`config.mk`:
```
export PLATFORM = sky130hd
export DESIGN_NAME = slave_out_port
export DESIGN_NICKNAME = d
export VERILOG_FILES = /design/src/design/slave_out_port.sv
export VERILOG_INCLUDE_DIRS = /design/src /design/src/design
export SDC_FILE = /design/constraint.sdc
export NUM_CORES = 1
export LEC_CHECK = 0
export ABC_AREA = 1
export BUFFER_PORTS_ARGS = -buffer_cell sky130_fd_sc_hd__buf_2
export CAP_MARGIN = 10
export CORE_AREA = 10 10 47 49
export CTS_BUF_LIST = sky130_fd_sc_hd__clkbuf_8
export DETAILED_ROUTE_END_ITERATION = 16
export DIE_AREA = 0 0 57 59
export GPL_ROUTABILITY_DRIVEN = 0
export PLACE_DENSITY_LB_ADDON = 0.05
export REMOVE_ABC_BUFFERS = 1
export SLEW_MARGIN = 40
export SYNTH_ARGS = -nofsm -noshare
export SYNTH_HDL_FRONTEND = slang
export SYNTH_SLANG_ARGS = --single-unit
```
`constraint.sdc`:
```
create_clock -name clk -period 1.8 [get_ports clk]
set_clock_uncertainty 0.2 [all_clocks]
set_input_delay 0.36 -clock clk [delete_from_list [all_inputs] [get_ports clk]]
set_output_delay 0.36 -clock clk [all_outputs]
set_load 0.05 [all_outputs]
```
`src/design/serial_bus_defs.svh`:
```
// widths and depth macros for the serial bus
`ifndef SERIAL_BUS_DEFS_SVH
`define SERIAL_BUS_DEFS_SVH

// address bits carried per frame
// sent lsb first on the address line
`define SB_ADDR_WIDTH 12

// data bits carried per frame
// sent lsb first on the data line, same cycles as the address
// also the width of a read response
`define SB_DATA_WIDTH 8

// bytes in the slave memory
// one byte per address, so 2**SB_ADDR_WIDTH
`define SB_MEM_DEPTH 4096

// bit counters are sized from these with $clog2
// in the modules that use them
// memory contents are never cleared by reset

`endif

```
`src/design/slave_out_port.sv`:
```
// slave output port: read response serializer
`timescale 1ns/1ns
`include "serial_bus_defs.svh"

module slave_out_port (
	input  logic                      clk,
	input  logic                      reset,
	input  logic                      resp_start,
	input  logic [`SB_DATA_WIDTH-1:0] resp_data,
	output logic                      resp_busy,
	output logic                      rev_valid,
	output logic                      rev_data_bit
);

	// one valid cycle plus one cycle per data bit
	localparam int CNT_W = $clog2(`SB_DATA_WIDTH + 2);
	localparam logic [CNT_W-1:0] LOAD = CNT_W'(`SB_DATA_WIDTH + 1);

	logic [CNT_W-1:0] cnt;
	logic [`SB_DATA_WIDTH-1:0] shift_q;

	// counts down from LOAD, zero means idle
	always_ff @(posedge clk or posedge reset)
	begin
		if (reset)
			cnt <= '0;
		else if (resp_start)
			cnt <= LOAD;
		else if (cnt != '0)
			cnt <= cnt - 1'b1;
	end

	// shift after every data cycle, not after the valid cycle
	always_ff @(posedge clk)
	begin
		if (resp_start)
			shift_q <= resp_data;
		else if (cnt != '0 && cnt != LOAD)
			shift_q <= shift_q >> 1;
	end

	// header cycle right after resp_start
	assign rev_valid = (cnt == LOAD);
	// lsb first, don't care outside the data cycles
	assign rev_data_bit = shift_q[0];
	// covers the start cycle through the last bit
	assign resp_busy = resp_start || (cnt != '0);

	// a new read can't reach the memory before this reply is out
	assert property (@(posedge clk) disable iff (reset) resp_start |=> (!resp_start) [*9])
		else $error("slave_out_port: resp_start during a response");

endmodule

```
; ---- After elaboration in Yosys (flattened, before gate mapping)
; Index checks and enable logic that the tools add are counted.
[totals]
inputBits = 11
out_inout_bits = 3
reg_bits = 12
elab_cells = 14
[classes]
n_reduce_logical = 5
n_mux = 4
eq_ne = 2
add_sub_neg = 1
[op_table]
columns = operator, count
row1 = 8-bit 2-to-1 mux, 2
row2 = 4-bit 2-to-1 mux, 2
row3 = "4-bit equality test, second input constant", 1
row4 = "4-bit inequality test, second input constant", 1
row5 = 2-bit nonzero test, 2
row6 = 4-bit nonzero test, 1
row7 = "4-bit by 1-bit subtractor with 4-bit output, second input constant", 1
row8 = 1-bit logical AND, 1
row9 = 1-bit logical OR, 1

; ---- Logic depth before layout (Yosys ltp)
[depth]
ltp_word = 4
mapped_depth = 6
depth_no_buf = 6

; ---- Worst setup path before layout
; OpenSTA, ideal clock, no wires.
[synth_timing]
kind = flip-flop to output port
startpoint = reg cnt[0]
endpoint = out resp_busy
t_required_ns = 1.240
path_slack_ns = 0.102
n_path_buf = 0
path_stages_with_launch = 6
arrival_time_ns = 1.138
path_cell_list = dfrtp_1 > inv_1 > ha_1 > nand2_1 > nor2_2 > nand2_1
[synth_between]
elab_chain_len = 2
[synth_rtl]
columns = item, line
row1 = "start, declared", slave_out_port.sv:19  ; logic [CNT_W-1:0] cnt;
row2 = "start signal, assigned", slave_out_port.sv:30  ; cnt <= cnt - 1'b1;
row3 = 4-bit nonzero test, slave_out_port.sv:47  ; assign resp_busy = resp_start || (cnt != '0);
row4 = 1-bit logical OR, slave_out_port.sv:47
row5 = "end, declared", slave_out_port.sv:10  ; output logic resp_busy,
; No other way between the ends.

; ---- Worst setup path in the final report
; Ends and elaborated chain as after synthesis.

==> results.txt <==
- The initial antenna violation count was 0.
- The internal portion of the total power is 590 uW.
- Counting along the longest clock path gives a buffer depth of 2.
- Vias in the first global route: 493
- In this run the number of H-tree levels came out at 1.
- The most used flip-flop cell after synthesis is edfxtp_1.
- Required @ worst endpoint: 1.24 ns
- Cell with the most instances after synthesis: nand2_1
- Clock latency on the worst-skew pair, taken at its later pin, is 0.23 ns.
* Die width: 57 um
- Leakage dissipation: 0.000422 uW
- The number of different library cells used by synthesis comes to 13.
- Summing every instance area after synthesis gives 593 sq um.
- Combinational Power Share: 26.3%
- At the worst endpoint, the arrival time is 1.22 ns.
- Pwr per Cell Area: 1040 nW/um^2
- Pins Over Slew Limit: 0
* Worst rel slew slack: 76.9%
- In this run the core area contains 14 standard-cell rows.
- Mean routed wirelength per cell: 11.3 um
- For this run, the slowest stage of the critical path takes 0.40 ns.
- TritonCTS built the clock tree.
- Counting every instance in the synthesized netlist gives 69.
* Final clock period utilization by the worst path: 99.2%
- Total Routed Length: 1220 um
- Time the final worst path needs with I/O delays and setup: 1.78 ns
- Max VDD drop: 0.551 mV
* Die height: 59 um
* Kind of end point of the critical path: output pin
- The worst hold path belongs to the class input port to flip-flop.
* Clock-pin slew on the worst setup and hold paths: 0.05 ns
- Fin. Hold Viols: 0
- Sequential share of the synthesized area: 57.4%
- Async set-reset flop share out of synthesis: 33.3%
* Boundary pin count: 14
- Cell area after placement: 676 sq um
- Ranked by total cell area, the synthesized netlist is headed by edfxtp_1 41%, nand2_1 21%, dfrtp_1 17%.
* Wire length of the first global-routing pass: 2010 um
- Final setup violation count: 0
* Highest fanout seen on the critical path: 3
- Final #Nets: 106
- Port buffering added 13 buffers.
- Count of yosys warnings during synthesis: 0
- MaxCap Viol Count: 0
* Unrepaired setup endpoints after global routing: yes
* Sink count of the clock tree: 12
- Design Power: 835 uW
- Counting flops and latches in the post-synthesis netlist gives 12.
- In this run the remaining antenna-violating nets after routing total 0.
- The total overflow left after global routing is 0.
- Synthesized area per cell: 8.60 sq um
- The run finished with clean final reports.
* Root buffer cell: clkbuf_8
- The critical path is of the flip-flop to output pin type.
* Ranking of synthesized cells by instance count: 33 x nand2_1, 8 x edfxtp_1, 8 x inv_1, 5 x nand3_1, 4 x dfrtp_1
* Number of enable flip-flop cells after synthesis: 8
- Register share of total power: 45.2%
- Switching power as a share of total power: 29.3%
- Maximum number of pins on one net before global-route repair: 12
- Initial DRT Pass Iterations: 3
* Clock buffers created by TritonCTS: 3
- In the routed design, unresolved DRC markers number 0.
* Transition at the pin with the smallest max-transition slack: 0.345 ns
- For this design, the slowest cell found on the critical path is dfrtp_1.
* Cell taking the most area after synthesis: edfxtp_1
- All-Layer GR Usage: 7.62%
- Cells with a size suffix above 1 make up 32.6% of the layout.
- Smallest hold slack: 0.186 ns
- Clk pwr share: 28.5%
- Core Box Area: 1400 sq um
* Number of diodes added for antenna fixing: 0
* Initial DRC count: 4
- The analysis attributes to net switching a power of 245 uW.
- In the routed layout, each cell is associated on average with a via count of 4.65.
- STA classifies the critical path startpoint as a flip-flop.
* Initial standard-cell utilization of the core: 42.3%
* Fmax: 560 MHz
* Sequence of cells on the critical path: inv_2 > ha_4 > nand2_2 > nor2_2 > nand2_1 > buf_6
- Vias after detailed routing: 502
- Area enclosed by the die boundary: 3360 sq um
* Top cell type's share of synthesized area: 40.5%
* P&R area growth vs syn: 35.4%
- Detailed placement finished with a half-perimeter wire length of 898 um.
- Fin area: 803 sq um
==> through the flow <==
stage / worst slack [ns] / utilization (%) / setup TNS (ns) / std cells
2_1_floorplan: 0.102 / - / 0 / 67
3_3_place_gp: 0.112 / 48.2 / 0 / 97
3_5_place_dp: 0.0692 / 48.2 / 0 / 97
4_1_cts: 0.00125 / 55.8 / 0 / 106
5_1_grt: -0.0835 / 57.3 / -0.103 / 108
6_report: 0.0153 / 57.3 / 0 / 108
==> critical path, delay by kind of cell, from the launching register on <==
family,cells,cell delay [ns]
buffers and inverters,2,0.24
adders and majority gates,1,0.13
DFF,1,0.40
and+or+nand+nor,3,0.22
==> sequential cells by signal (all words and copies together) (netlist names) <==
register,cells
shift_q,8
cnt,4
==> power groups by stage <==
| stage | Clock, uW | Combinational (uW) | Sequential, uW |
|---|---|---|---|
| 3_5_place_dp | 0 | 178 | 382 |
| 6_report | 238 | 220 | 377 |
| 3_3_place_gp | 0 | 175 | 380 |
| 4_1_cts | 250 | 209 | 377 |
| 2_1_floorplan | 0 | 112 | 394 |
| 5_1_grt | 265 | 244 | 382 |
==> cell usage in the layout, fill, tap and decap left out <==
master	synthesis	final
buf_2	2	11
ha_4	0	1
dfrtp_1	4	4
nand4_1	1	1
nand3_1	5	5
a21oi_1	1	1
inv_1	8	7
clkbuf_8	0	3
nand3_2	1	1
ha_1	2	1
nand2_1	33	32
buf_6	0	2
buf_4	0	7
dlygate4sd3_1	0	1
nor2_1	2	2
nand2_2	0	1
nor2_2	1	1
edfxtp_1	8	8
inv_2	1	3
==> final cells by class <==
| type | count | area (sq um) |
|---|---|---|
| flip-flops and latches | 12 | 340 |
| well taps | 16 | 20.0 |
| clock buffers | 3 | 41.3 |
| multi-input cells | 46 | 224 |
| fillers | 137 | 598 |
| inverters | 9 | 33.8 |
| clock inverters | 1 | 3.75 |
| repair buffers | 21 | 140 |
==> repair_timing <==
item / CTS / global route
resized for setup: 7 / 2
setup endpoints to repair: 2 / 2
buffers inserted: 4 / 2
endpoints found under the hold margin: 4 / 0
hold buffers: 1 / 0
pin swaps: 2 / 1
==> routing by layer <==
| metal | track usage [%] | wire length (um) | vias up | part of all wire, % |
|---|---|---|---|---|
| met4 | 6.04 | 10 | 0 | 0.82 |
| met5 | 0 | 0 | - | 0 |
| met1 | 8.26 | 561 | 229 | 46 |
| met3 | 2.15 | 31 | 2 | 2.5 |
| met2 | 12.2 | 613 | 8 | 50 |
| li1 | - | - | 263 | - |
==> final timing paths <==
check / startpoint / endpoint / slack, ns / depth (start not counted)
setup reg to reg: cnt[0] / shift_q[5] / 0.12 / 6
hold reg to reg: shift_q[7] / shift_q[6] / 0.32 / 2
hold / removal: resp_data[7] / shift_q[7] / 0.19 / 3
setup / recovery: cnt[0] / resp_busy / 0.02 / 6
min in group asynchronous: reset / cnt[2] / 0.35 / 3
max in group asynchronous: reset / cnt[0] / 0.90 / 3
==> kinds of logic after synthesis <==
kind of cell | Yosys count | share of synthesized area, %
simple gates | 43 | 30.2
flops | 12 | 57.4
buf+inv | 11 | 7.38
fa+ha+maj | 2 | 4.22
compound gates | 1 | 0.843
Note: power is estimated with default switching activity, not from simulation.
