**config.mk**
```make
export PLATFORM = sky130hd
export DESIGN_NAME = slave_in_port
export DESIGN_NICKNAME = d
export VERILOG_FILES = /design/src/design/serial_bus_pkg.sv /design/src/design/slave_in_port.sv
export VERILOG_INCLUDE_DIRS = /design/src /design/src/design
export SDC_FILE = /design/constraint.sdc
export NUM_CORES = 1
export LEC_CHECK = 0
export ABC_AREA = 1
export BUFFER_PORTS_ARGS = -buffer_cell sky130_fd_sc_hd__clkbuf_2
export CAP_MARGIN = 10
export CORE_MARGIN = 2
export CORE_UTILIZATION = 57
export DETAILED_ROUTE_END_ITERATION = 16
export PLACE_DENSITY = 0.9
export SLEW_MARGIN = 0
export SYNTH_ARGS = -nofsm -noshare
export SYNTH_HDL_FRONTEND = slang
export SYNTH_SLANG_ARGS = --single-unit
export TNS_END_PERCENT = 100
```
**constraint.sdc**
```tcl
create_clock -name clk -period 3.09 [get_ports clk]
set_input_delay 0.618 -clock clk [delete_from_list [all_inputs] [get_ports clk]]
set_output_delay 0.618 -clock clk [all_outputs]
set_load 0.1 [all_outputs]
```
**src/design/serial_bus_defs.svh**
```systemverilog
// widths and depth macros for the serial bus
`ifndef SERIAL_BUS_DEFS_SVH
`define SERIAL_BUS_DEFS_SVH

// address bits carried per frame
// sent lsb first on the address line
`define SB_ADDR_WIDTH 12

// data bits carried per frame
// sent lsb first on the data line, same cycles as the address
// also the width of a read response
`define SB_DATA_WIDTH 8

// bytes in the slave memory
// one byte per address, so 2**SB_ADDR_WIDTH
`define SB_MEM_DEPTH 4096

// bit counters are sized from these with $clog2
// in the modules that use them
// memory contents are never cleared by reset

`endif

```
**src/design/serial_bus_pkg.sv**
```systemverilog
// opcode enum, state enums and shared structs for the serial bus
`include "serial_bus_defs.svh"

package serial_bus_pkg;

	// single opcode bit replaces separate read and write enables
	typedef enum logic {OP_READ = 1'b0, OP_WRITE = 1'b1} bus_op_e;

	// command as handed over by the host
	typedef struct packed {
		bus_op_e op;
		logic [`SB_ADDR_WIDTH-1:0] addr;
		logic [`SB_DATA_WIDTH-1:0] wdata;
	} host_cmd_t;

	// master to slave lines
	typedef struct packed {
		logic valid;
		bus_op_e op;
		logic addr_bit;
		logic data_bit;
	} serial_fwd_t;

	// slave to master lines
	typedef struct packed {
		logic ready;
		logic valid;
		logic data_bit;
	} serial_rev_t;

	// frame as rebuilt by the slave input port
	typedef struct packed {
		bus_op_e op;
		logic [`SB_ADDR_WIDTH-1:0] addr;
		logic [`SB_DATA_WIDTH-1:0] data;
	} bus_frame_t;

	// one state per address bit, one per data bit
	typedef enum logic [3:0] {ADDR_IDLE, ADDR1, ADDR2, ADDR3, ADDR4, ADDR5, ADDR6,
		ADDR7, ADDR8, ADDR9, ADDR10, ADDR11, ADDR12} addr_state_e;
	typedef enum logic [3:0] {DATA_IDLE, DATA1, DATA2, DATA3, DATA4, DATA5, DATA6,
		DATA7, DATA8} data_state_e;

	// master sequencing
	typedef enum logic [2:0] {M_IDLE, M_WAIT_READY, M_SEND, M_WAIT_RESP, M_RECV,
		M_ACK} mport_state_e;

endpackage

```
**src/design/slave_in_port.sv**
```systemverilog
// slave input port: address and data bit state machines rebuilding a frame
`timescale 1ns/1ns
`include "serial_bus_defs.svh"

module slave_in_port (
	input  logic                        clk,
	input  logic                        reset,
	input  serial_bus_pkg::serial_fwd_t fwd,
	input  logic                        resp_busy,
	output logic                        ready,
	output logic                        rx_done,
	output serial_bus_pkg::bus_frame_t  frame
);

	import serial_bus_pkg::*;

	addr_state_e addr_state;
	data_state_e data_state;
	logic handshake;

	// busy while either field is shifting in, a read is pending or a reply goes out
	assign ready = (addr_state == ADDR_IDLE) && (data_state == DATA_IDLE) &&
		!rx_done && !resp_busy;
	assign handshake = fwd.valid && ready;

	// address field, twelve bit states
	always_ff @(posedge clk or posedge reset)
	begin
		if (reset)
			addr_state <= ADDR_IDLE;
		else
		begin
			case (addr_state)
				ADDR_IDLE:
					if (handshake)
						addr_state <= ADDR1;
				ADDR12:
					addr_state <= ADDR_IDLE;
				default:
					addr_state <= addr_state_e'(addr_state + 4'd1);
			endcase
		end
	end

	// data field, eight bit states in parallel
	always_ff @(posedge clk or posedge reset)
	begin
		if (reset)
			data_state <= DATA_IDLE;
		else
		begin
			case (data_state)
				DATA_IDLE:
					if (handshake)
						data_state <= DATA1;
				DATA8:
					data_state <= DATA_IDLE;
				default:
					data_state <= data_state_e'(data_state + 4'd1);
			endcase
		end
	end

	// frame complete once the last address bit is in
	always_ff @(posedge clk or posedge reset)
	begin
		if (reset)
			rx_done <= 1'b0;
		else
			rx_done <= (addr_state == ADDR12);
	end

	// bit capture, state n takes bit n-1
	always_ff @(posedge clk)
	begin
		if (handshake)
			frame.op <= fwd.op;
		if (addr_state != ADDR_IDLE)
			frame.addr[addr_state - 4'd1] <= fwd.addr_bit;
		if (data_state != DATA_IDLE)
			frame.data[3'(data_state - 4'd1)] <= fwd.data_bit;
	end

	// done pulse only out of ADDR12, i.e. thirteen cycles after the handshake
	assert property (@(posedge clk) disable iff (reset) rx_done |-> $past(handshake, 13))
		else $error("slave_in_port: rx_done not 13 cycles after a handshake");

	// master keeps valid down while a frame is shifting in
	assert property (@(posedge clk) disable iff (reset) handshake |=> (!fwd.valid) [*12])
		else $error("slave_in_port: valid raised while receiving");

endmodule

```
; Yosys cells after proc, flatten, opt, wreduce, memory -nomap -nowiden
; Index checks and enable logic that the tools add are counted.
[totals]
reg_bits = 30
inputBits = 7
output_inout_bits = 23
word_cells = 39
[classes]
addsub = 4
order_cmp = 4
n_eq_ne = 4
n_mux = 9
reduce_logical = 12
[ops]
columns = op, count
row1 = case mux 4 bit (2 select lines), 2
row2 = bitwise mux 12 bit, 1
row3 = adder 4 x 1 -> 4 bit (second input constant), 2
row4 = bitwise mux 8 bit, 1
row5 = == test 4 bit (second input constant), 2
row6 = logical NOT 4 bit, 2
row7 = nonzero test 4 bit, 2
row8 = logical AND 1 bit, 6
row9 = < comparator 4 x 5 -> 1 bit (second input constant), 1
row10 = demux 1 bit (select 4 bit), 1
row11 = greater-or-equal comparator 4 x 1 -> 1 bit (second input constant), 1
row12 = < comparator 3 x 4 -> 1 bit (second input constant), 1
row13 = two-way mux 4 bit, 1
row14 = inequality test 2 bit (second input constant), 2
row15 = subtractor 4 x 1 -> 4 bit (second input constant), 1
row16 = demux 1 bit (select 3 bit), 1
row17 = greater-or-equal comparator 3 x 1 -> 1 bit (second input constant), 1
row18 = subtractor 3 x 1 -> 3 bit (second input constant), 1
row19 = logical NOT 1 bit, 2
row20 = two-way mux 1 bit, 2

; Logic depth before layout (Yosys ltp)
[logic_depth]
depth_word = 7
mapped_depth = 8

; Least setup slack after synthesis
; Ideal clock, no wire load.
[synth_timing]
path_kind = reg2out
start = reg rx_done
end = out ready
arrival_ns = 3.052
required_time_ns = 2.472
slack_ns = -0.580
stages_incl_launch_ff = 4
cell_sequence = dfrtp_1 > inv_1 > nand2_1 > nor3_1
[synth_via]
elab_chain_cells = 3
[synth_rtl]
columns = element, line_no
row1 = start: declaration, slave_in_port.sv:11  ; output logic rx_done,
row2 = start signal: assignment, slave_in_port.sv:70  ; rx_done <= (addr_state == ADDR12);
row3 = logical NOT 1 bit, slave_in_port.sv:23  ; !rx_done && !resp_busy;
row4 = logical AND 1 bit, slave_in_port.sv:22  ; assign ready = (addr_state == ADDR_IDLE) && (data_state == DATA_IDLE) &&
row5 = logical AND 1 bit, slave_in_port.sv:23
row6 = end: declaration, slave_in_port.sv:10  ; output logic ready,
; Every way passes these cells.

; Worst setup path after layout
[layout_timing]
start = reg data_state[0]
end = out ready
[layout_via]
elab_chain_cells = 4
[layout_rtl]
columns = element, line_no
row1 = start: declaration, slave_in_port.sv:18  ; data_state_e data_state;
row2 = start signal: assignment, slave_in_port.sv:59  ; data_state <= data_state_e'(data_state + 4'd1);
row3 = logical NOT 4 bit, slave_in_port.sv:22
row4 = logical AND 1 bit (2 in a row), slave_in_port.sv:22
row5 = logical AND 1 bit, slave_in_port.sv:23
; Every way passes these cells.

==> results by stage <==
Place:
- The final RePlAce weighted congestion is 0.789.
- The detailed placer's ending HPWL is 1.84 mm.
- In this run, placement finished with an instance count of 196.
- The total of buffers placed on input and output ports is 29.

GRT:
- The via count of the first global-routing pass is 885.
- The first global-routing pass estimated 3.69 mm of wire.
- The initial antenna violation count is 0.
- Across every metal layer, demand over resource in global routing totals 19.0%.
- The maximum number of pins on one net before global-route repair is 13.
- Summed over all layers, the global routing overflow is 0.

Route:
- The routed length per instance is 11.4 µm.
- The total detailed-routing wirelength is 2.33 mm.
- Detailed routing inserted a total of 1005 vias.
- The length of the first detailed-routing pass in iterations is 4.
- For this run, design rule violations remaining after detail routing come to 0.
- The number of vias per cell is 4.93.
- The count of nets left with antenna violations after detail routing is 0.
- The first routing iteration left 21 violations.

Setup path:
- In this run the worst path has a maximum fanout of 6.
- Data arrives at the worst endpoint at 2070 ps.
- Setup slack on the worst reg-to-reg path comes out at 1330 ps.
- The worst register-to-register path ends at frame[9]$_DFFE_PP_.
- The worst setup path is launched from a flip-flop.
- The kind of critical path is reg -> out.
- For the worst setup path, the data required time is 2470 ps.
- The worst setup path is captured at a primary output.
- The critical path starts at data_state[0]$_DFFE_PP0P_.
- The path depth of the worst reg2reg path is 8.
- In this run the critical register-to-register path is launched from addr_state[0]$_DFFE_PP0P_.

Cells and area:
- The final layout contains 188 nets.
- The share of post-route cells with drive strength above 1 is 26.4%.
- The non-filler instance count after layout is 204.
- The post-synthesis to final-layout area growth is 18.8%.
- The filler cells instantiated in the layout total 165.
- The number of antenna cells inserted is 0.

Synthesis:
- Of the synthesized area, sequential elements account for 60.7%.
- Multiplexer cells account for 0% of the synthesized area.
- After synthesis, the largest family of logic cells by area is simple AND/OR/NAND/NOR gates.
- After synthesis the cells add up to 0.00141 mm².
- The number of nets handed over by synthesis was 152.
- The number of distinct library cells after synthesis is 18.
- Dividing the synthesized area by the synthesized cell count gives 10.3 µm².
- The area share of fa/ha/maj cells after synthesis is 7.10%.
- The register bit count reported by yosys is 30.
- The total of warnings raised by yosys is 0.
- The synthesized netlist devotes 2.40% of its cell area to XOR and XNOR gates.
- Summing the areas of all compound-gate instances in the mapped netlist gives 2.31% of the synthesized area.
- The cell count after synthesis came out at 137.
- The simple logic cell fraction of the synthesized area is 21.3%.

Timing:
- Setup violations remaining at the end of the flow were counted as 0.
- The count of endpoints failing hold in the final timing report is 0.
- The number of slew-limit violations in the final report is 0.
- Setup repair after global routing left no endpoint under its margin.
- The slew at the pin with the worst max-slew slack is 543 ps.
- The final cycle utilization of the critical path is 87.1%.
- Derived from the worst setup path, the maximum achievable clock frequency is 0.371 GHz.
- On the final layout, the worst clock skew is 9.49 ps.
- The normalized max-slew margin is 64.0%.
- Counting I/O delays and the setup requirement, the final critical path takes 2690 ps.
- The final total negative setup slack is 0 ps.
- The worst hold slack across all endpoints is 194 ps.

Clocking:
- TritonCTS built the clock tree.
- The clock tree synthesis step divided the H-tree into 2 levels.
- The number of buffers inserted during clock tree synthesis is 5.
- The deepest clock path buffer count is 2.
- Post-CTS repair changed the size of 0 cells.
- The number of hold buffers added after CTS is 0.
- Buffers added to address setup during post-CTS repair amount to 0.
- The clock transition time at the flip-flop clock pins of the worst setup and hold paths is 90 ps.
- The clock insertion delay at the later pin of the skew report is 330 ps.
- The CTS sink count is 30.
- The tree is rooted in a clkbuf_4.

Floorplan:
- The width of the die is 53.7 µm.
- The area of the placeable core is 0.00241 mm².
- The die footprint is 0.00289 mm².
- In this run the count of I/O pins placed on the die edge is 30.
- The starting density of the core is 58.5%.
- The vertical extent of the die is 53.7 µm.
- The row count is 18.

Worst hold path:
- In this run the worst hold path is classified as in -> async.

Outcome:
- The run finished with clean final reports.

Run:
- The tool flagged a number of max-cap violations equal to 0.
==> through the flow <==
stage / cell area, µm² / util [%] / setup WS, ps
after floorplan: 1410 / - / 260
after global placement: 1600 / 66.3 / 870
after detailed placement: 1600 / 66.3 / 775
after CTS: 1670 / 69.5 / 398
after global routing: 1670 / 69.5 / 282
final: 1670 / 69.5 / 398
==> flip-flops by register name, indices dropped and copies added, names as in the netlist <==
register	count
frame	21
data_state	4
rx_done	1
addr_state	4
==> per-layer routing <==
metal / share of wire (%) / GRT usage, % / vias to the layer above
met5: 0 / 0 / -
met4: 2.9 / 10.7 / 0
met3: 6.4 / 8.06 / 9
met2: 49 / 31.5 / 35
met1: 42 / 20.2 / 454
li1: - / - / 507
==> worst max-delay path, cell delays in order (launching register included) <==
cell,delay [ps]
dfrtp_1,450
inv_1,180
ha_1,240
nand2_1,180
nor3_2,210
clkbuf_2,480
==> kinds of logic (layout without fill, tap and decap cells) <==
family | count (synthesis) | after routing
flops | 30 | 30
compound gates | 6 | 6
xor+xnor | 3 | 3
simple gates | 67 | 67
fa+ha+maj | 8 | 8
buf+inv | 23 | 60
==> cell usage in the layout (no fill, tap or decap) <==
master and count:
nand2_1 30, clkbuf_2 29, nor2_1 27, edfxtp_1 21, inv_1 20, dfrtp_1 9
ha_1 8, nand3_1 5, clkbuf_4 5, inv_2 3, o21ai_0 3, a21oi_1 2
nand3_4 2, clkinv_2 2, nor2_4 1, nand3_2 1, xor2_2 1, xor2_1 1
nor3_2 1, xnor2_1 1, o211ai_1 1, bufinv_16 1
==> worst max-delay path by stage <==
stage                  to  slack (ps)  cells past startpoint
floorplan           ready         260                      3
global placement    ready         870                      5
detailed placement  ready         780                      5
CTS                 ready         400                      5
global route        ready         280                      5
finish              ready         400                      5
==> cell type report <==
| class | instances | area [µm²] | share of cell area [%] |
|---|---|---|---|
| clock inverter | 3 | 40.0 | 2.39 |
| multi-input combinational | 84 | 472 | 28.2 |
| inverter | 23 | 86.3 | 5.16 |
| sequential | 30 | 856 | 51.1 |
| tap | 30 | 37.5 | 2.24 |
| timing repair buffer | 29 | 145 | 8.67 |
| clock buffer | 5 | 37.5 | 2.24 |
==> Yosys cell counts <==
cell type,count,share of area [%]
inv_1,20,5.3
inv_2,3,0.80
nand2_1,30,8.0
xnor2_1,1,0.62
o21ai_0,3,1.1
edfxtp_1,21,45
nand3_2,1,0.71
nor3_1,1,0.35
xor2_2,1,1.2
nand3_4,2,2.5
nor2_4,1,0.80
nand3_1,5,1.8
a21oi_1,2,0.71
dfrtp_1,9,16
nor2_1,27,7.2
ha_1,8,7.1
o211ai_1,1,0.53
xor2_1,1,0.62
Power is left out: the tool's default activity adds up to more than one toggle a clock period on the data nets, which glitch-free logic cannot reach.
