**src/design/serial_bus_defs.svh**
```systemverilog
// widths and depth macros for the serial bus
`ifndef SERIAL_BUS_DEFS_SVH
`define SERIAL_BUS_DEFS_SVH

// address bits carried per frame
// sent lsb first on the address line
`define SB_ADDR_WIDTH 12

// data bits carried per frame
// sent lsb first on the data line, same cycles as the address
// also the width of a read response
`define SB_DATA_WIDTH 8

// bytes in the slave memory
// one byte per address, so 2**SB_ADDR_WIDTH
`define SB_MEM_DEPTH 4096

// bit counters are sized from these with $clog2
// in the modules that use them
// memory contents are never cleared by reset

`endif

```
**src/design/serial_bus_pkg.sv**
```systemverilog
// opcode enum, state enums and shared structs for the serial bus
`include "serial_bus_defs.svh"

package serial_bus_pkg;

	// single opcode bit replaces separate read and write enables
	typedef enum logic {OP_READ = 1'b0, OP_WRITE = 1'b1} bus_op_e;

	// command as handed over by the host
	typedef struct packed {
		bus_op_e op;
		logic [`SB_ADDR_WIDTH-1:0] addr;
		logic [`SB_DATA_WIDTH-1:0] wdata;
	} host_cmd_t;

	// master to slave lines
	typedef struct packed {
		logic valid;
		bus_op_e op;
		logic addr_bit;
		logic data_bit;
	} serial_fwd_t;

	// slave to master lines
	typedef struct packed {
		logic ready;
		logic valid;
		logic data_bit;
	} serial_rev_t;

	// frame as rebuilt by the slave input port
	typedef struct packed {
		bus_op_e op;
		logic [`SB_ADDR_WIDTH-1:0] addr;
		logic [`SB_DATA_WIDTH-1:0] data;
	} bus_frame_t;

	// one state per address bit, one per data bit
	typedef enum logic [3:0] {ADDR_IDLE, ADDR1, ADDR2, ADDR3, ADDR4, ADDR5, ADDR6,
		ADDR7, ADDR8, ADDR9, ADDR10, ADDR11, ADDR12} addr_state_e;
	typedef enum logic [3:0] {DATA_IDLE, DATA1, DATA2, DATA3, DATA4, DATA5, DATA6,
		DATA7, DATA8} data_state_e;

	// master sequencing
	typedef enum logic [2:0] {M_IDLE, M_WAIT_READY, M_SEND, M_WAIT_RESP, M_RECV,
		M_ACK} mport_state_e;

endpackage

```
**src/design/master_port.sv**
```systemverilog
// master port: host req/ack handshake, command serializer, read data deserializer
`timescale 1ns/1ns
`include "serial_bus_defs.svh"

module master_port (
	input  logic                        clk,
	input  logic                        reset,
	input  logic                        host_req,
	input  serial_bus_pkg::host_cmd_t   host_cmd,
	output logic                        host_ack,
	output logic [`SB_DATA_WIDTH-1:0]   host_rdata,
	output serial_bus_pkg::serial_fwd_t fwd,
	input  serial_bus_pkg::serial_rev_t rev
);

	import serial_bus_pkg::*;

	// counter covers the longer address field
	localparam int CNT_W = $clog2(`SB_ADDR_WIDTH);
	localparam int DCNT_W = $clog2(`SB_DATA_WIDTH);

	mport_state_e state;
	host_cmd_t cmd;
	logic [CNT_W-1:0] bit_cnt;
	logic last_addr_bit;
	logic last_rx_bit;

	assign last_addr_bit = (bit_cnt == CNT_W'(`SB_ADDR_WIDTH - 1));
	assign last_rx_bit = (bit_cnt == CNT_W'(`SB_DATA_WIDTH - 1));

	// ack is a plain state decode
	assign host_ack = (state == M_ACK);

	always_ff @(posedge clk or posedge reset)
	begin
		if (reset)
		begin
			state <= M_IDLE;
			bit_cnt <= '0;
		end
		else
		begin
			case (state)
				M_IDLE:
					if (host_req)
						state <= M_WAIT_READY;
				// valid is up here, leave on the handshake cycle
				M_WAIT_READY:
					if (rev.ready)
					begin
						state <= M_SEND;
						bit_cnt <= '0;
					end
				// one address bit per cycle, data rides along for the first 8
				M_SEND:
				begin
					bit_cnt <= bit_cnt + 1'b1;
					if (last_addr_bit)
					begin
						if (cmd.op == OP_WRITE)
							state <= M_ACK;
						else
							state <= M_WAIT_RESP;
					end
				end
				// response starts with a lone valid cycle
				M_WAIT_RESP:
					if (rev.valid)
					begin
						state <= M_RECV;
						bit_cnt <= '0;
					end
				M_RECV:
				begin
					bit_cnt <= bit_cnt + 1'b1;
					if (last_rx_bit)
						state <= M_ACK;
				end
				// hold ack until the host drops req
				M_ACK:
					if (!host_req)
						state <= M_IDLE;
				default:
					state <= M_IDLE;
			endcase
		end
	end

	// command copy, host may change it once ack is seen
	always_ff @(posedge clk)
	begin
		if (state == M_IDLE && host_req)
			cmd <= host_cmd;
	end

	// read data, lsb arrives first
	always_ff @(posedge clk or posedge reset)
	begin
		if (reset)
			host_rdata <= '0;
		else if (state == M_RECV)
			host_rdata <= {rev.data_bit, host_rdata[`SB_DATA_WIDTH-1:1]};
	end

	// forward lines
	always_comb
	begin
		fwd = '0;
		fwd.valid = (state == M_WAIT_READY);
		fwd.op = cmd.op;
		if (state == M_SEND)
		begin
			fwd.addr_bit = cmd.addr[bit_cnt];
			// data line idles low after bit 7
			if (bit_cnt < CNT_W'(`SB_DATA_WIDTH))
				fwd.data_bit = cmd.wdata[bit_cnt[DCNT_W-1:0]];
		end
	end

	// four-phase: ack may only drop once req is gone
	assert property (@(posedge clk) disable iff (reset) $fell(host_ack) |-> !host_req)
		else $error("master_port: host_ack fell while host_req high");

endmodule

```
**config.mk**
```make
export PLATFORM = sky130hd
export DESIGN_NAME = master_port
export DESIGN_NICKNAME = d
export VERILOG_FILES = /design/src/design/serial_bus_pkg.sv /design/src/design/master_port.sv
export VERILOG_INCLUDE_DIRS = /design/src /design/src/design
export SDC_FILE = /design/constraint.sdc
export NUM_CORES = 1
export LEC_CHECK = 0
export BUFFER_PORTS_ARGS = -buffer_cell sky130_fd_sc_hd__buf_2
export CAP_MARGIN = 20
export CELL_PAD_IN_SITES_DETAIL_PLACEMENT = 0
export CELL_PAD_IN_SITES_GLOBAL_PLACEMENT = 1
export CORE_MARGIN = 2
export CORE_UTILIZATION = 45
export DETAILED_ROUTE_END_ITERATION = 8
export PLACE_DENSITY = 0.93
export SLEW_MARGIN = 10
export SYNTH_ARGS = -nofsm -noshare
export SYNTH_HDL_FRONTEND = slang
export SYNTH_SLANG_ARGS = --single-unit
export TNS_END_PERCENT = 1
```
**constraint.sdc**
```tcl
create_clock -name clk -period 6.2 [get_ports clk]
set_clock_uncertainty 0.15 [all_clocks]
set_input_delay 0.93 -clock clk [delete_from_list [all_inputs] [get_ports clk]]
set_output_delay 0.93 -clock clk [all_outputs]
set_load 0.03 [all_outputs]
```
# Word-level counts from Yosys, hierarchy flattened
# Index checks and enable logic that the tools add are counted.
# word_totals
in_bits	27
reg_bits	36
out_inout_bits	13
wordCells	46
# classes
n_reduce_logical	6
addsub	1
muxes	17
n_lt_le_gt_ge	3
eq_ne	13
# op_table
operator	n
$mux W3	7
$pmux W3 S6	1
$pmux W4 S3	1
$ne A2 B2 Y1 const B	5
$mux W4	2
$eq A3 B2 Y1 const B	2
$eq A3 B3 Y1 const B	2
$reduce_and A6 Y1	1
$lt A4 B5 Y1 const B	1
$add A4 B1 Y4 const B	1
$bmux W1 S4	1
$eq A4 B3 Y1 const B	1
$eq A4 B4 Y1 const B	1
$lt A3 B4 Y1 const B	1
$lt A4 B4 Y1 const B	1
$bmux W1 S3	1
$eq A3 B1 Y1 const B	1
$logic_not A3 Y1	1
$mux W1	3
$reduce_and A3 Y1	1
$reduce_bool A3 Y1	1
$mux W2	1
$ne A2 B1 Y1 const B	1
$reduce_or A2 Y1	1
$logic_and A1 B1 Y1	1

# Longest topological paths before layout
# Gate-level depths: netlist of the first run.
# logic_depth
ltp_word	4
depth_mapped	6
ltp_nobuf	5

# Worst setup path after synthesis of the first run
# No wires, ideal clock.
# synth_timing
path_kind	input -> register
start	input host_req
end	register cmd[0] (netlist name), enable pin
t_arrival_ns	3.148
required_ns	5.590
path_stages	1
path_buffers	0
slack_ns	2.442
cell_sequence	nor4b_1
# synth_via
elab_chain_len	1
# synth_lines
element	line	rtl
start: declaration	master_port.sv:8	input logic host_req,
$logic_and A1 B1 Y1	master_port.sv:92	if (state == M_IDLE && host_req)
end signal: assignment	master_port.sv:93	cmd <= host_cmd;
end: declaration	master_port.sv:23	host_cmd_t cmd;
# No other way between the ends.
# A chain may end at the register's enable or synchronous reset.

==> qor.yml, run 1 <==
global_routing:
  grt_first_pass_wirelength_um: 4698
  grt_pass1_vias: 1029
  grt_max_degree: 22
  antenna_found_initial: 0
  overflow: 0
  grt_usage_pct: 15.07
hold_path:
  holdCritPathClass: "reg -> reg"
  hold_start: "host_rdata[4]$_DFFE_PP0N_"
  min_path_cells: 1
  whs_endpoint: "host_rdata[3]$_DFFE_PP0N_"
die:
  start_util_pct: 45.84
  die_h_um: 64.61
  rows: 22
  ios: 40
  fp.dieArea_mm2: 0.004174
  core_area_mm2: 0.003606
  die_w_um: 64.61
setup_path:
  reg2regPathDepth: 4
  slowest_stage: "dfrtp_1"
  critical_path.max_fanout: 9
  r2r_slack_ps: 4290
  cp_cell_sequence: "mux4_2 -> o2111ai_1 -> a21oi_1 -> buf_2"
  crit_family: "flip-flops"
  end_kind: "output pin"
  crit_arrival_ps: 1940
  crit_cells: 4
  crit_path_start_kind: "flop"
  crit_required_ps: 5120
  worst-path-buf-inv: 1
  worst_path_largest_cell_delay_ps: 590
  r2r_start: "state[1]$_DFFE_PP0P_"
  critical_path_class: "reg -> out"
  timing.rr.end: "state[0]$_DFFE_PP0P_"
clock_tree:
  clkTransAtPathRegs_ps: 80
  insertion_delay_ps: 290
  htreeDepth: 2
  holdBufCountCts: 0
  clk_path_buf_depth: 2
  cts_resized: 0
  cts-root-buf: "clkbuf_8"
  cts_sinks: 36
  post_cts_buffers: 0
  cts_made_buffers: 5
  cts_tree: "built"
detailed_routing:
  drt_iter0_drc: 79
  routed_wl_um: 2798
  wl_per_cell_um: 13.65
  num_vias: 1052
  antenna_left: 0
  routed_via_density: 5.132
  drc: 0
  firstDrtPassIters: 4
power:
  power.density_mw_per_mm2: 470.4
  pwr-share-comb_pct: 34.7
  ir_drop_mv: 0.2011
  clock_power_share_pct: 22.5
  intPower_uw: 586.1
  p_seq_share_pct: 42.9
  swShare_pct: 36.94
  p_leak_nw: 0.8309
  power_switching_uw: 343.3
timing:
  relSlewSlack_pct: 60.69
  slew_violations: 0
  setup_viol: 0
  setup_tns_ps: 0
  max_slew.worst_pin.slew_ps: 589.0
  finalCriticalPeriod_ps: 3022
  fmax_mhz: 330.9
  hold_viol: 0
  rsz0062_at_grt: "no"
  fin_crit_sh_pct: 48.75
synthesis:
  synth_cell_types: 34
  ys.flop_type: "edfxtp_1"
  syn_inst: 116
  synth_area_mm2: 0.001653
  synth_area_per_cell_um2: 14.25
  ys_warn_count: 0
  synth_edf_count: 21
  synth.area.top_cells: "edfxtp_1 38%, dfrtp_1 23%, mux2_2 5.5%, mux4_2 5.5%, mux2i_1 2.4%"
  synth_largest_area_cell: "edfxtp_1"
  ys_ff_latch: 36
  ys_seq_area_share_pct: 60.86
  synth_top_area_share_pct: 38.15
  synth_fp_nets: 144
  ys_async_sr_fraction_pct: 41.67
final_layout:
  multi_input_area_um2: 561.8
  drive_gt1_share_pct: 42.68
  fin_area_mm2: 0.001976
  seqCellArea_mm2: 0.001006
  final_cell_mix: "39 x buf_2, 21 x edfxtp_1, 15 x dfrtp_1"
  layout_commonest_cell: "buf_2"
  antennaDiodeCount: 0
  final_cells: 205
  final_nets: 184
  syn_to_final_growth_pct: 19.53
  final_util_pct: 54.79
  fill_cells: 302
place:
  postPlaceCellArea_mm2: 0.001861
  hpwl_um: 2029
  routabilityCongestion: 0.8206
  dp_cells: 197
  io_buffers: 39
outcome:
  status: "finished, final reports clean"
job:
  cap_violations: 0
cells in the mapped netlist, drive strengths merged (3+ instances only):
cell type	number
buf	7
mux2	8
a21oi	4
edfxtp	21
nand2	7
xnor2	4
o22ai	6
o21ai	3
mux2i	4
nor2	6
mux4	4
dfrtp	15
inv	8
nand3	3
kinds of logic after synthesis:
kind of cell	synth area share, %
simple gates	9.236
mux	13.32
flops	60.86
fa+ha+maj	0.7569
compound gates	7.646
buf+inv	5.526
xor+xnor	2.649
stage by stage:
step	worst slack (ps)	total power, mW	hold WS (ps)
2_1_floorplan	2442	0.6636	450.3
3_3_place_gp	3572	0.7121	335.3
3_5_place_dp	3509	0.7255	352.6
4_1_cts	3183	0.9364	373.2
5_1_grt	3124	0.9837	385.7
6_report	3178	0.9294	372.8
layout make-up:
type | instances | share of cell area (%)
multi-input combinational | 65 | 28.44
tap | 48 | 3.040
clock buffer | 5 | 3.483
inverter | 8 | 1.520
clock inverter | 3 | 2.343
sequential | 36 | 50.92
timing repair buffer | 40 | 10.26
metal layers:
layer | up-vias | track usage, % | wire [um]
li1 | 511 | - | -
met1 | 512 | 18.79 | 1229
met2 | 23 | 24.48 | 1407
met3 | 6 | 5.208 | 120
met4 | 0 | 5.319 | 40
met5 | - | 0 | 0
worst max path at each step:
stage	startpoint	end	slack, ps
after global routing	bit_cnt[1]$_DFFE_PP0P_	fwd[1]	3120
after detailed placement	bit_cnt[1]$_DFFE_PP0P_	fwd[1]	3510
after CTS	bit_cnt[1]$_DFFE_PP0P_	fwd[1]	3180
after floorplan	host_req	cmd[0]$_DFFE_PP_	2440
after global placement	bit_cnt[1]$_DFFE_PP0P_	fwd[1]	3570
final	bit_cnt[1]$_DFFE_PP0P_	fwd[1]	3180
registers in the layout, indices dropped and copies added (netlist names):
signal,cells
state,3
host_rdata,8
fwd,1
cmd,20
bit_cnt,4
power by group through the flow:
stage	clock network (mW)	logic, mW	registers (mW)
after floorplan	0	0.260	0.403
after global placement	0	0.314	0.399
after detailed placement	0	0.322	0.403
after CTS	0.213	0.326	0.398
after global routing	0.224	0.349	0.411
final	0.209	0.322	0.398
(Power assumes the default switching activity.)
==> inputs of run 2 (changes only) <==
--- a/config.mk
+++ b/config.mk
@@ -6,14 +6,15 @@
 export SDC_FILE = /design/constraint.sdc
 export NUM_CORES = 1
 export LEC_CHECK = 0
+export ABC_AREA = 1
 export BUFFER_PORTS_ARGS = -buffer_cell sky130_fd_sc_hd__buf_2
 export CAP_MARGIN = 20
 export CELL_PAD_IN_SITES_DETAIL_PLACEMENT = 0
 export CELL_PAD_IN_SITES_GLOBAL_PLACEMENT = 1
 export CORE_MARGIN = 2
-export CORE_UTILIZATION = 45
+export CORE_UTILIZATION = 40
 export DETAILED_ROUTE_END_ITERATION = 8
-export PLACE_DENSITY = 0.93
+export PLACE_DENSITY = 0.88
 export SLEW_MARGIN = 10
 export SYNTH_ARGS = -nofsm -noshare
 export SYNTH_HDL_FRONTEND = slang
==> constraint.sdc (replaced) <==
create_clock -name clk -period 3.2 [get_ports clk]
set_clock_uncertainty 0.15 [all_clocks]
set_input_delay 0.48 -clock clk [delete_from_list [all_inputs] [get_ports clk]]
set_output_delay 0.48 -clock clk [all_outputs]
set_load 0.03 [all_outputs]
==> run 2 against run 1 <==
Final cell count increased by 31%. Synthesized area grew 4.0%. Routed wire length increased by 4.9%. First-iteration DRC count shrank 37%. Critical endpoint is now fwd[0].
==> qor.yml, run 2 <==
setup_path:
  cp_cell_sequence: "clkinv_1 -> o21ai_0 -> nand2_1 -> nor2_1 -> nor2_1 -> buf_2"
  critical_path_class: "reg -> out"
  crit_arrival_ps: 1920
  slowest_stage: "dfrtp_1"
  critical_path.max_fanout: 16
  cpMostUsedCell: "nor2_1"
  worst_path_largest_cell_delay_ps: 640
  worst-path-buf-inv: 2
  end_kind: "output pin"
  crit_family: "flip-flops"
  crit_path_start_kind: "flop"
  crit_required_ps: 2570
die:
  rows: 23
  ios: 40
  die_h_um: 69.56
  fp.dieArea_mm2: 0.004839
  core_area_mm2: 0.004058
  die_w_um: 69.56
  start_util_pct: 42.37
global_routing:
  grt_usage_pct: 12.42
  grt_pass1_vias: 1067
  antenna_found_initial: 0
  grt_max_degree: 22
  grt_first_pass_wirelength_um: 4733
  overflow: 0
final_layout:
  layout_commonest_cell: "nand2_1"
  fill_cells: 383
  drive_gt1_share_pct: 27.85
  syn_to_final_growth_pct: 18.41
  final_nets: 246
  reg_top3: "cmd (20), host_rdata (8), bit_cnt (4)"
  final_util_pct: 50.17
  final_cell_mix: "51 x nand2_1, 39 x buf_2, 21 x edfxtp_1"
  largest_reg_flops: 20
  fin_area_mm2: 0.002036
  regMostFlops: "cmd"
  antennaDiodeCount: 0
power:
  clock_power_share_pct: 18.8
  power.density_mw_per_mm2: 889.0
  p_seq_share_pct: 42.6
  power_switching_uw: 730.7
  swShare_pct: 40.38
  ir_drop_mv: 0.4277
  pwr-share-comb_pct: 38.6
  p_leak_nw: 1.011
  intPower_mw: 1.079
place:
  io_buffers: 39
  hpwl_um: 2169
  routabilityCongestion: 0.8362
  postPlaceCellArea_mm2: 0.001936
  pre_cts_slack_ps: 946.0
timing:
  rsz0062_at_grt: "no"
  setup_viol: 0
  fin_crit_sh_pct: 79.77
  max_slew.worst_pin.slew_ps: 570.7
  finalCriticalPeriod_ps: 2553
  hold_viol: 0
  setup_tns_ps: 0
  relSlewSlack_pct: 61.91
  slew_violations: 0
  fin_ws_ps: 647.4
  fmax_mhz: 391.8
clock_tree:
  cts_sinks: 36
  cts_made_buffers: 5
  cts_tree: "built"
  insertion_delay_ps: 280
  holdBufCountCts: 0
  cts_resized: 0
  cts-root-buf: "clkbuf_8"
  post_cts_buffers: 0
  clk_path_buf_depth: 2
  htreeDepth: 2
  clkTransAtPathRegs_ps: 70
synthesis:
  synth_top_area_share_pct: 36.68
  ys_warn_count: 0
  synth_area_per_cell_um2: 9.658
  ys_ff_latch: 36
  synth_largest_area_cell: "edfxtp_1"
  synth_area_mm2: 0.001719
  ys.flop_type: "edfxtp_1"
  synth_edf_count: 21
  ys_async_sr_fraction_pct: 41.67
  synth_fp_nets: 206
  ys_seq_area_share_pct: 58.52
  syn_inst: 178
  synth.area.top_cells: "edfxtp_1 37%, dfrtp_1 22%, nand2_1 11%, nand3_1 5.8%, inv_1 3.7%"
  yosysMostFrequentCell: "nand2_1"
  synth_cell_types: 23
  synth_common_cells: "51 x nand2_1, 21 x edfxtp_1, 20 x nand3_1"
hold_path:
  holdCritPathClass: "in -> async"
job:
  cap_violations: 0
detailed_routing:
  routed_wl_um: 2934
  routed_via_density: 4.725
  antenna_left: 0
  wl_per_cell_um: 10.91
  firstDrtPassIters: 4
  drt_iter0_drc: 50
  num_vias: 1271
  drc: 0
outcome:
  status: "finished, final reports clean"
-- run 2: changes by cell type in the layout (fill, tap and decap cells not counted), moves of 5 or more --
| cell | previous run | this run |
|---|---|---|
| mux2_2 | 8 | 2 |
| nand2_1 | 7 | 51 |
| inv_1 | 8 | 17 |
| nor2_1 | 6 | 17 |
| o21ai_0 | 2 | 7 |
| nand3_1 | 3 | 20 |
-- run 2: per-stage QoR --
stage	std cells	hold slack (ps)	power [mW]
finish	269	94.85	1.810
CTS	269	110.6	1.833
floorplan	178	231.5	1.329
global placement	261	342.1	1.477
global route	269	128.8	1.948
detailed placement	261	351.2	1.487
-- run 2: logic make-up after synthesis --
group	Yosys count	synth area share (%)
simple gates	98	25.40
flops	36	58.52
buf+inv	27	7.496
compound gates	10	3.057
mux	6	4.804
fa+ha+maj	1	0.7277
-- run 2: cell type report --
class	count	area, um2	area share (%)
flip-flops and latches	36	1006	49.42
inverters	20	80.08	3.934
clock buffers	8	100.1	4.917
well taps	50	62.56	3.073
multi-input cells	115	584.3	28.70
repair buffers	40	202.7	9.957
-- run 2: power groups by stage --
stage	Sequential (mW)	Combinational, mW	Clock [mW]
global placement	0.779	0.697	0
CTS	0.771	0.709	0.353
finish	0.770	0.699	0.340
detailed placement	0.781	0.706	0
global route	0.788	0.784	0.376
floorplan	0.784	0.546	0
-- run 2: final timing paths --
path / startpoint / endpoint / slack, ps / cells past startpoint
hold / removal: reset / bit_cnt[1]$_DFFE_PP0P_ / 90 / 2
setup / recovery: bit_cnt[0]$_DFFE_PP0P_ / fwd[0] / 650 / 6
hold reg to reg: host_rdata[5]$_DFFE_PP0N_ / host_rdata[5]$_DFFE_PP0N_ / 360 / 2
min in group clk: host_cmd[13] / cmd[13]$_DFFE_PP_ / 220 / 1
setup reg to reg: bit_cnt[0]$_DFFE_PP0P_ / state[1]$_DFFE_PP0P_ / 1440 / 8
max in group asynchronous: reset / host_rdata[3]$_DFFE_PP0N_ / 2430 / 2
-- run 2: worst reg2reg max path, stage by stage, from the launching register on --
cell	delay (ps)
dfrtp_1	640
ha_1	280
inv_1	70
nor2_1	130
nor2_2	70
nor2_4	130
nand2_1	80
nand2_1	60
nand2_1	50
-- run 2: metal layers --
| metal | global-route usage, % | wire length [um] | up-vias | share of wire [%] |
|---|---|---|---|---|
| met5 | 0 | 0 | - | 0 |
| met4 | 5.882 | 49 | 0 | 1.7 |
| met3 | 3.924 | 157 | 5 | 5.4 |
| met2 | 19.23 | 1357 | 38 | 46 |
| met1 | 15.83 | 1370 | 569 | 47 |
| li1 | - | - | 659 | - |
==> inputs of run 3 (changes only) <==
==> constraint.sdc (replaced) <==
create_clock -name clk -period 2.6 [get_ports clk]
set_clock_uncertainty 0.15 [all_clocks]
set_input_delay 0.39 -clock clk [delete_from_list [all_inputs] [get_ports clk]]
set_output_delay 0.39 -clock clk [all_outputs]
set_load 0.03 [all_outputs]
==> run 3 against run 2 <==
Routed wire length increased by 2.4%. Largest power group unchanged. Via count fell by 1.8%. Die area stayed put. Utilization up 0.46 points. Non-clock buffer count is 1 higher. Total power rose by 27%. Sequential power grew 20%.
==> qor.yml, run 3 (same netlist as run 2, synthesis figures left out) <==
global_routing:
  overflow: 0
  grt_max_degree: 22
  grt_pass1_vias: 1199
  grt_usage_pct: 14.00
  grt_first_pass_wirelength_um: 5326
  antenna_found_initial: 0
setup_path:
  r2r_start: "bit_cnt[1]$_DFFE_PP0P_"
  cp_cell_sequence: "inv_1 -> nor2_1 -> o21ai_0 -> nand3_1 -> nand2_1 -> nor2_1 -> buf_2"
  critical_path.max_fanout: 10
  crit_path_start_kind: "flop"
  worst-path-buf-inv: 2
  crit_cells: 7
  crit_required_ps: 2060
  critical_path_class: "reg -> out"
  cpMostUsedCell: "nor2_1"
  worst_path_largest_cell_delay_ps: 540
  slowest_stage: "dfrtp_1"
  crit_arrival_ps: 1630
  end_kind: "output pin"
  crit_start: "bit_cnt[1]$_DFFE_PP0P_"
  crit_family: "flip-flops"
  reg2regPathDepth: 8
timing:
  setup_tns_ps: 0
  fin_crit_sh_pct: 83.44
  fin_ws_ps: 430.5
  slew_violations: 0
  max_slew.worst_pin.slew_ps: 580.7
  rsz0062_at_grt: "no"
  fmax_mhz: 460.9
  relSlewSlack_pct: 61.24
  hold_viol: 0
  finalCriticalPeriod_ps: 2169
  setup_viol: 0
clock_tree:
  htreeDepth: 2
  cts_made_buffers: 5
  cts_sinks: 36
  clkTransAtPathRegs_ps: 70
  cts_tree: "built"
  clk_path_buf_depth: 2
  insertion_delay_ps: 280
  cts_resized: 0
  cts-root-buf: "clkbuf_8"
  post_cts_buffers: 0
  holdBufCountCts: 0
final_layout:
  largest_reg_flops: 20
  final_cell_mix: "51 x nand2_1, 39 x buf_2, 21 x edfxtp_1"
  final_nets: 247
  reg_top3: "cmd (20), host_rdata (8), bit_cnt (4)"
  antennaDiodeCount: 0
  layout_commonest_cell: "nand2_1"
  drive_gt1_share_pct: 28.64
  syn_to_final_growth_pct: 19.51
  final_util_pct: 50.63
  regMostFlops: "cmd"
  final_cells: 270
detailed_routing:
  antenna_left: 0
  routed_via_density: 4.622
  wl_per_cell_um: 11.13
  routed_wl_um: 3004
  drc: 0
  drt_iter0_drc: 104
  firstDrtPassIters: 4
  num_vias: 1248
power:
  swShare_pct: 40.05
  intPower_mw: 1.378
  p_seq_share_pct: 40.1
  power.density_mw_per_mm2: 1119
  clock_power_share_pct: 20.8
  p_leak_nw: 1.019
  ir_drop_mv: 0.4336
  pwr-share-comb_pct: 39.1
  power_switching_uw: 920.5
die:
  fp.dieArea_mm2: 0.004839
  ios: 40
  rows: 23
  die_h_um: 69.56
  die_w_um: 69.56
  core_area_mm2: 0.004058
  start_util_pct: 42.37
job:
  cap_violations: 0
place:
  pre_cts_slack_ps: 746.1
  dp_cells: 262
  routabilityCongestion: 0.7943
  io_buffers: 39
  hpwl_um: 2195
outcome:
  status: "finished, final reports clean"
hold_path:
  holdCritPathClass: "in -> async"
run 3: cell types whose count changed in the layout (fill, tap and decap cells not counted), sizes merged:
| cell | change |
|---|---|
| clkinvlp | +1 |
| buf | +1 |
| clkbuf | -3 |
| clkinv | +1 |
| bufinv | +1 |
run 3: layout make-up:
type,count,area [um2]
multi-input combinational,115,584.3
clock inverter,3,42.54
inverter,20,80.08
timing repair buffer,41,210.2
clock buffer,5,68.82
fill,391,2003
tap,50,62.56
sequential,36,1006
run 3: through the flow:
step	power, mW	hold slack (ps)	cell area (um2)
final	2.299	3.037	2054
after floorplan	1.636	141.5	1719
after global placement	1.830	344.0	1943
after CTS	2.327	32.58	2054
after detailed placement	1.839	340.0	1943
after global routing	2.490	58.48	2054
run 3: path summary, 6_finish.rpt:
check | slack (ps) | endpoint
setup / recovery | 430 | fwd[0]
hold / removal | 3 | host_rdata[6]$_DFFE_PP0N_
setup reg to reg | 940 | state[1]$_DFFE_PP0P_
hold reg to reg | 360 | host_rdata[0]$_DFFE_PP0N_
max in group asynchronous | 1920 | state[0]$_DFFE_PP0P_
min in group clk | 130 | cmd[0]$_DFFE_PP_
run 3: layer usage:
metal / track usage [%] / vias to the layer above / share of wire [%]
met5: 0 / - / 0
met4: 6.536 / 0 / 2.2
li1: - / 662 / -
met1: 18.64 / 549 / 46
met2: 21.26 / 32 / 46
met3: 3.779 / 5 / 5.6
run 3: power groups by stage:
stage | Clock, mW | Sequential, mW | Combinational [mW]
4_1_cts | 0.491 | 0.923 | 0.913
5_1_grt | 0.517 | 0.945 | 1.03
3_3_place_gp | 0 | 0.926 | 0.904
3_5_place_dp | 0 | 0.933 | 0.907
2_1_floorplan | 0 | 0.964 | 0.672
6_report | 0.478 | 0.921 | 0.899
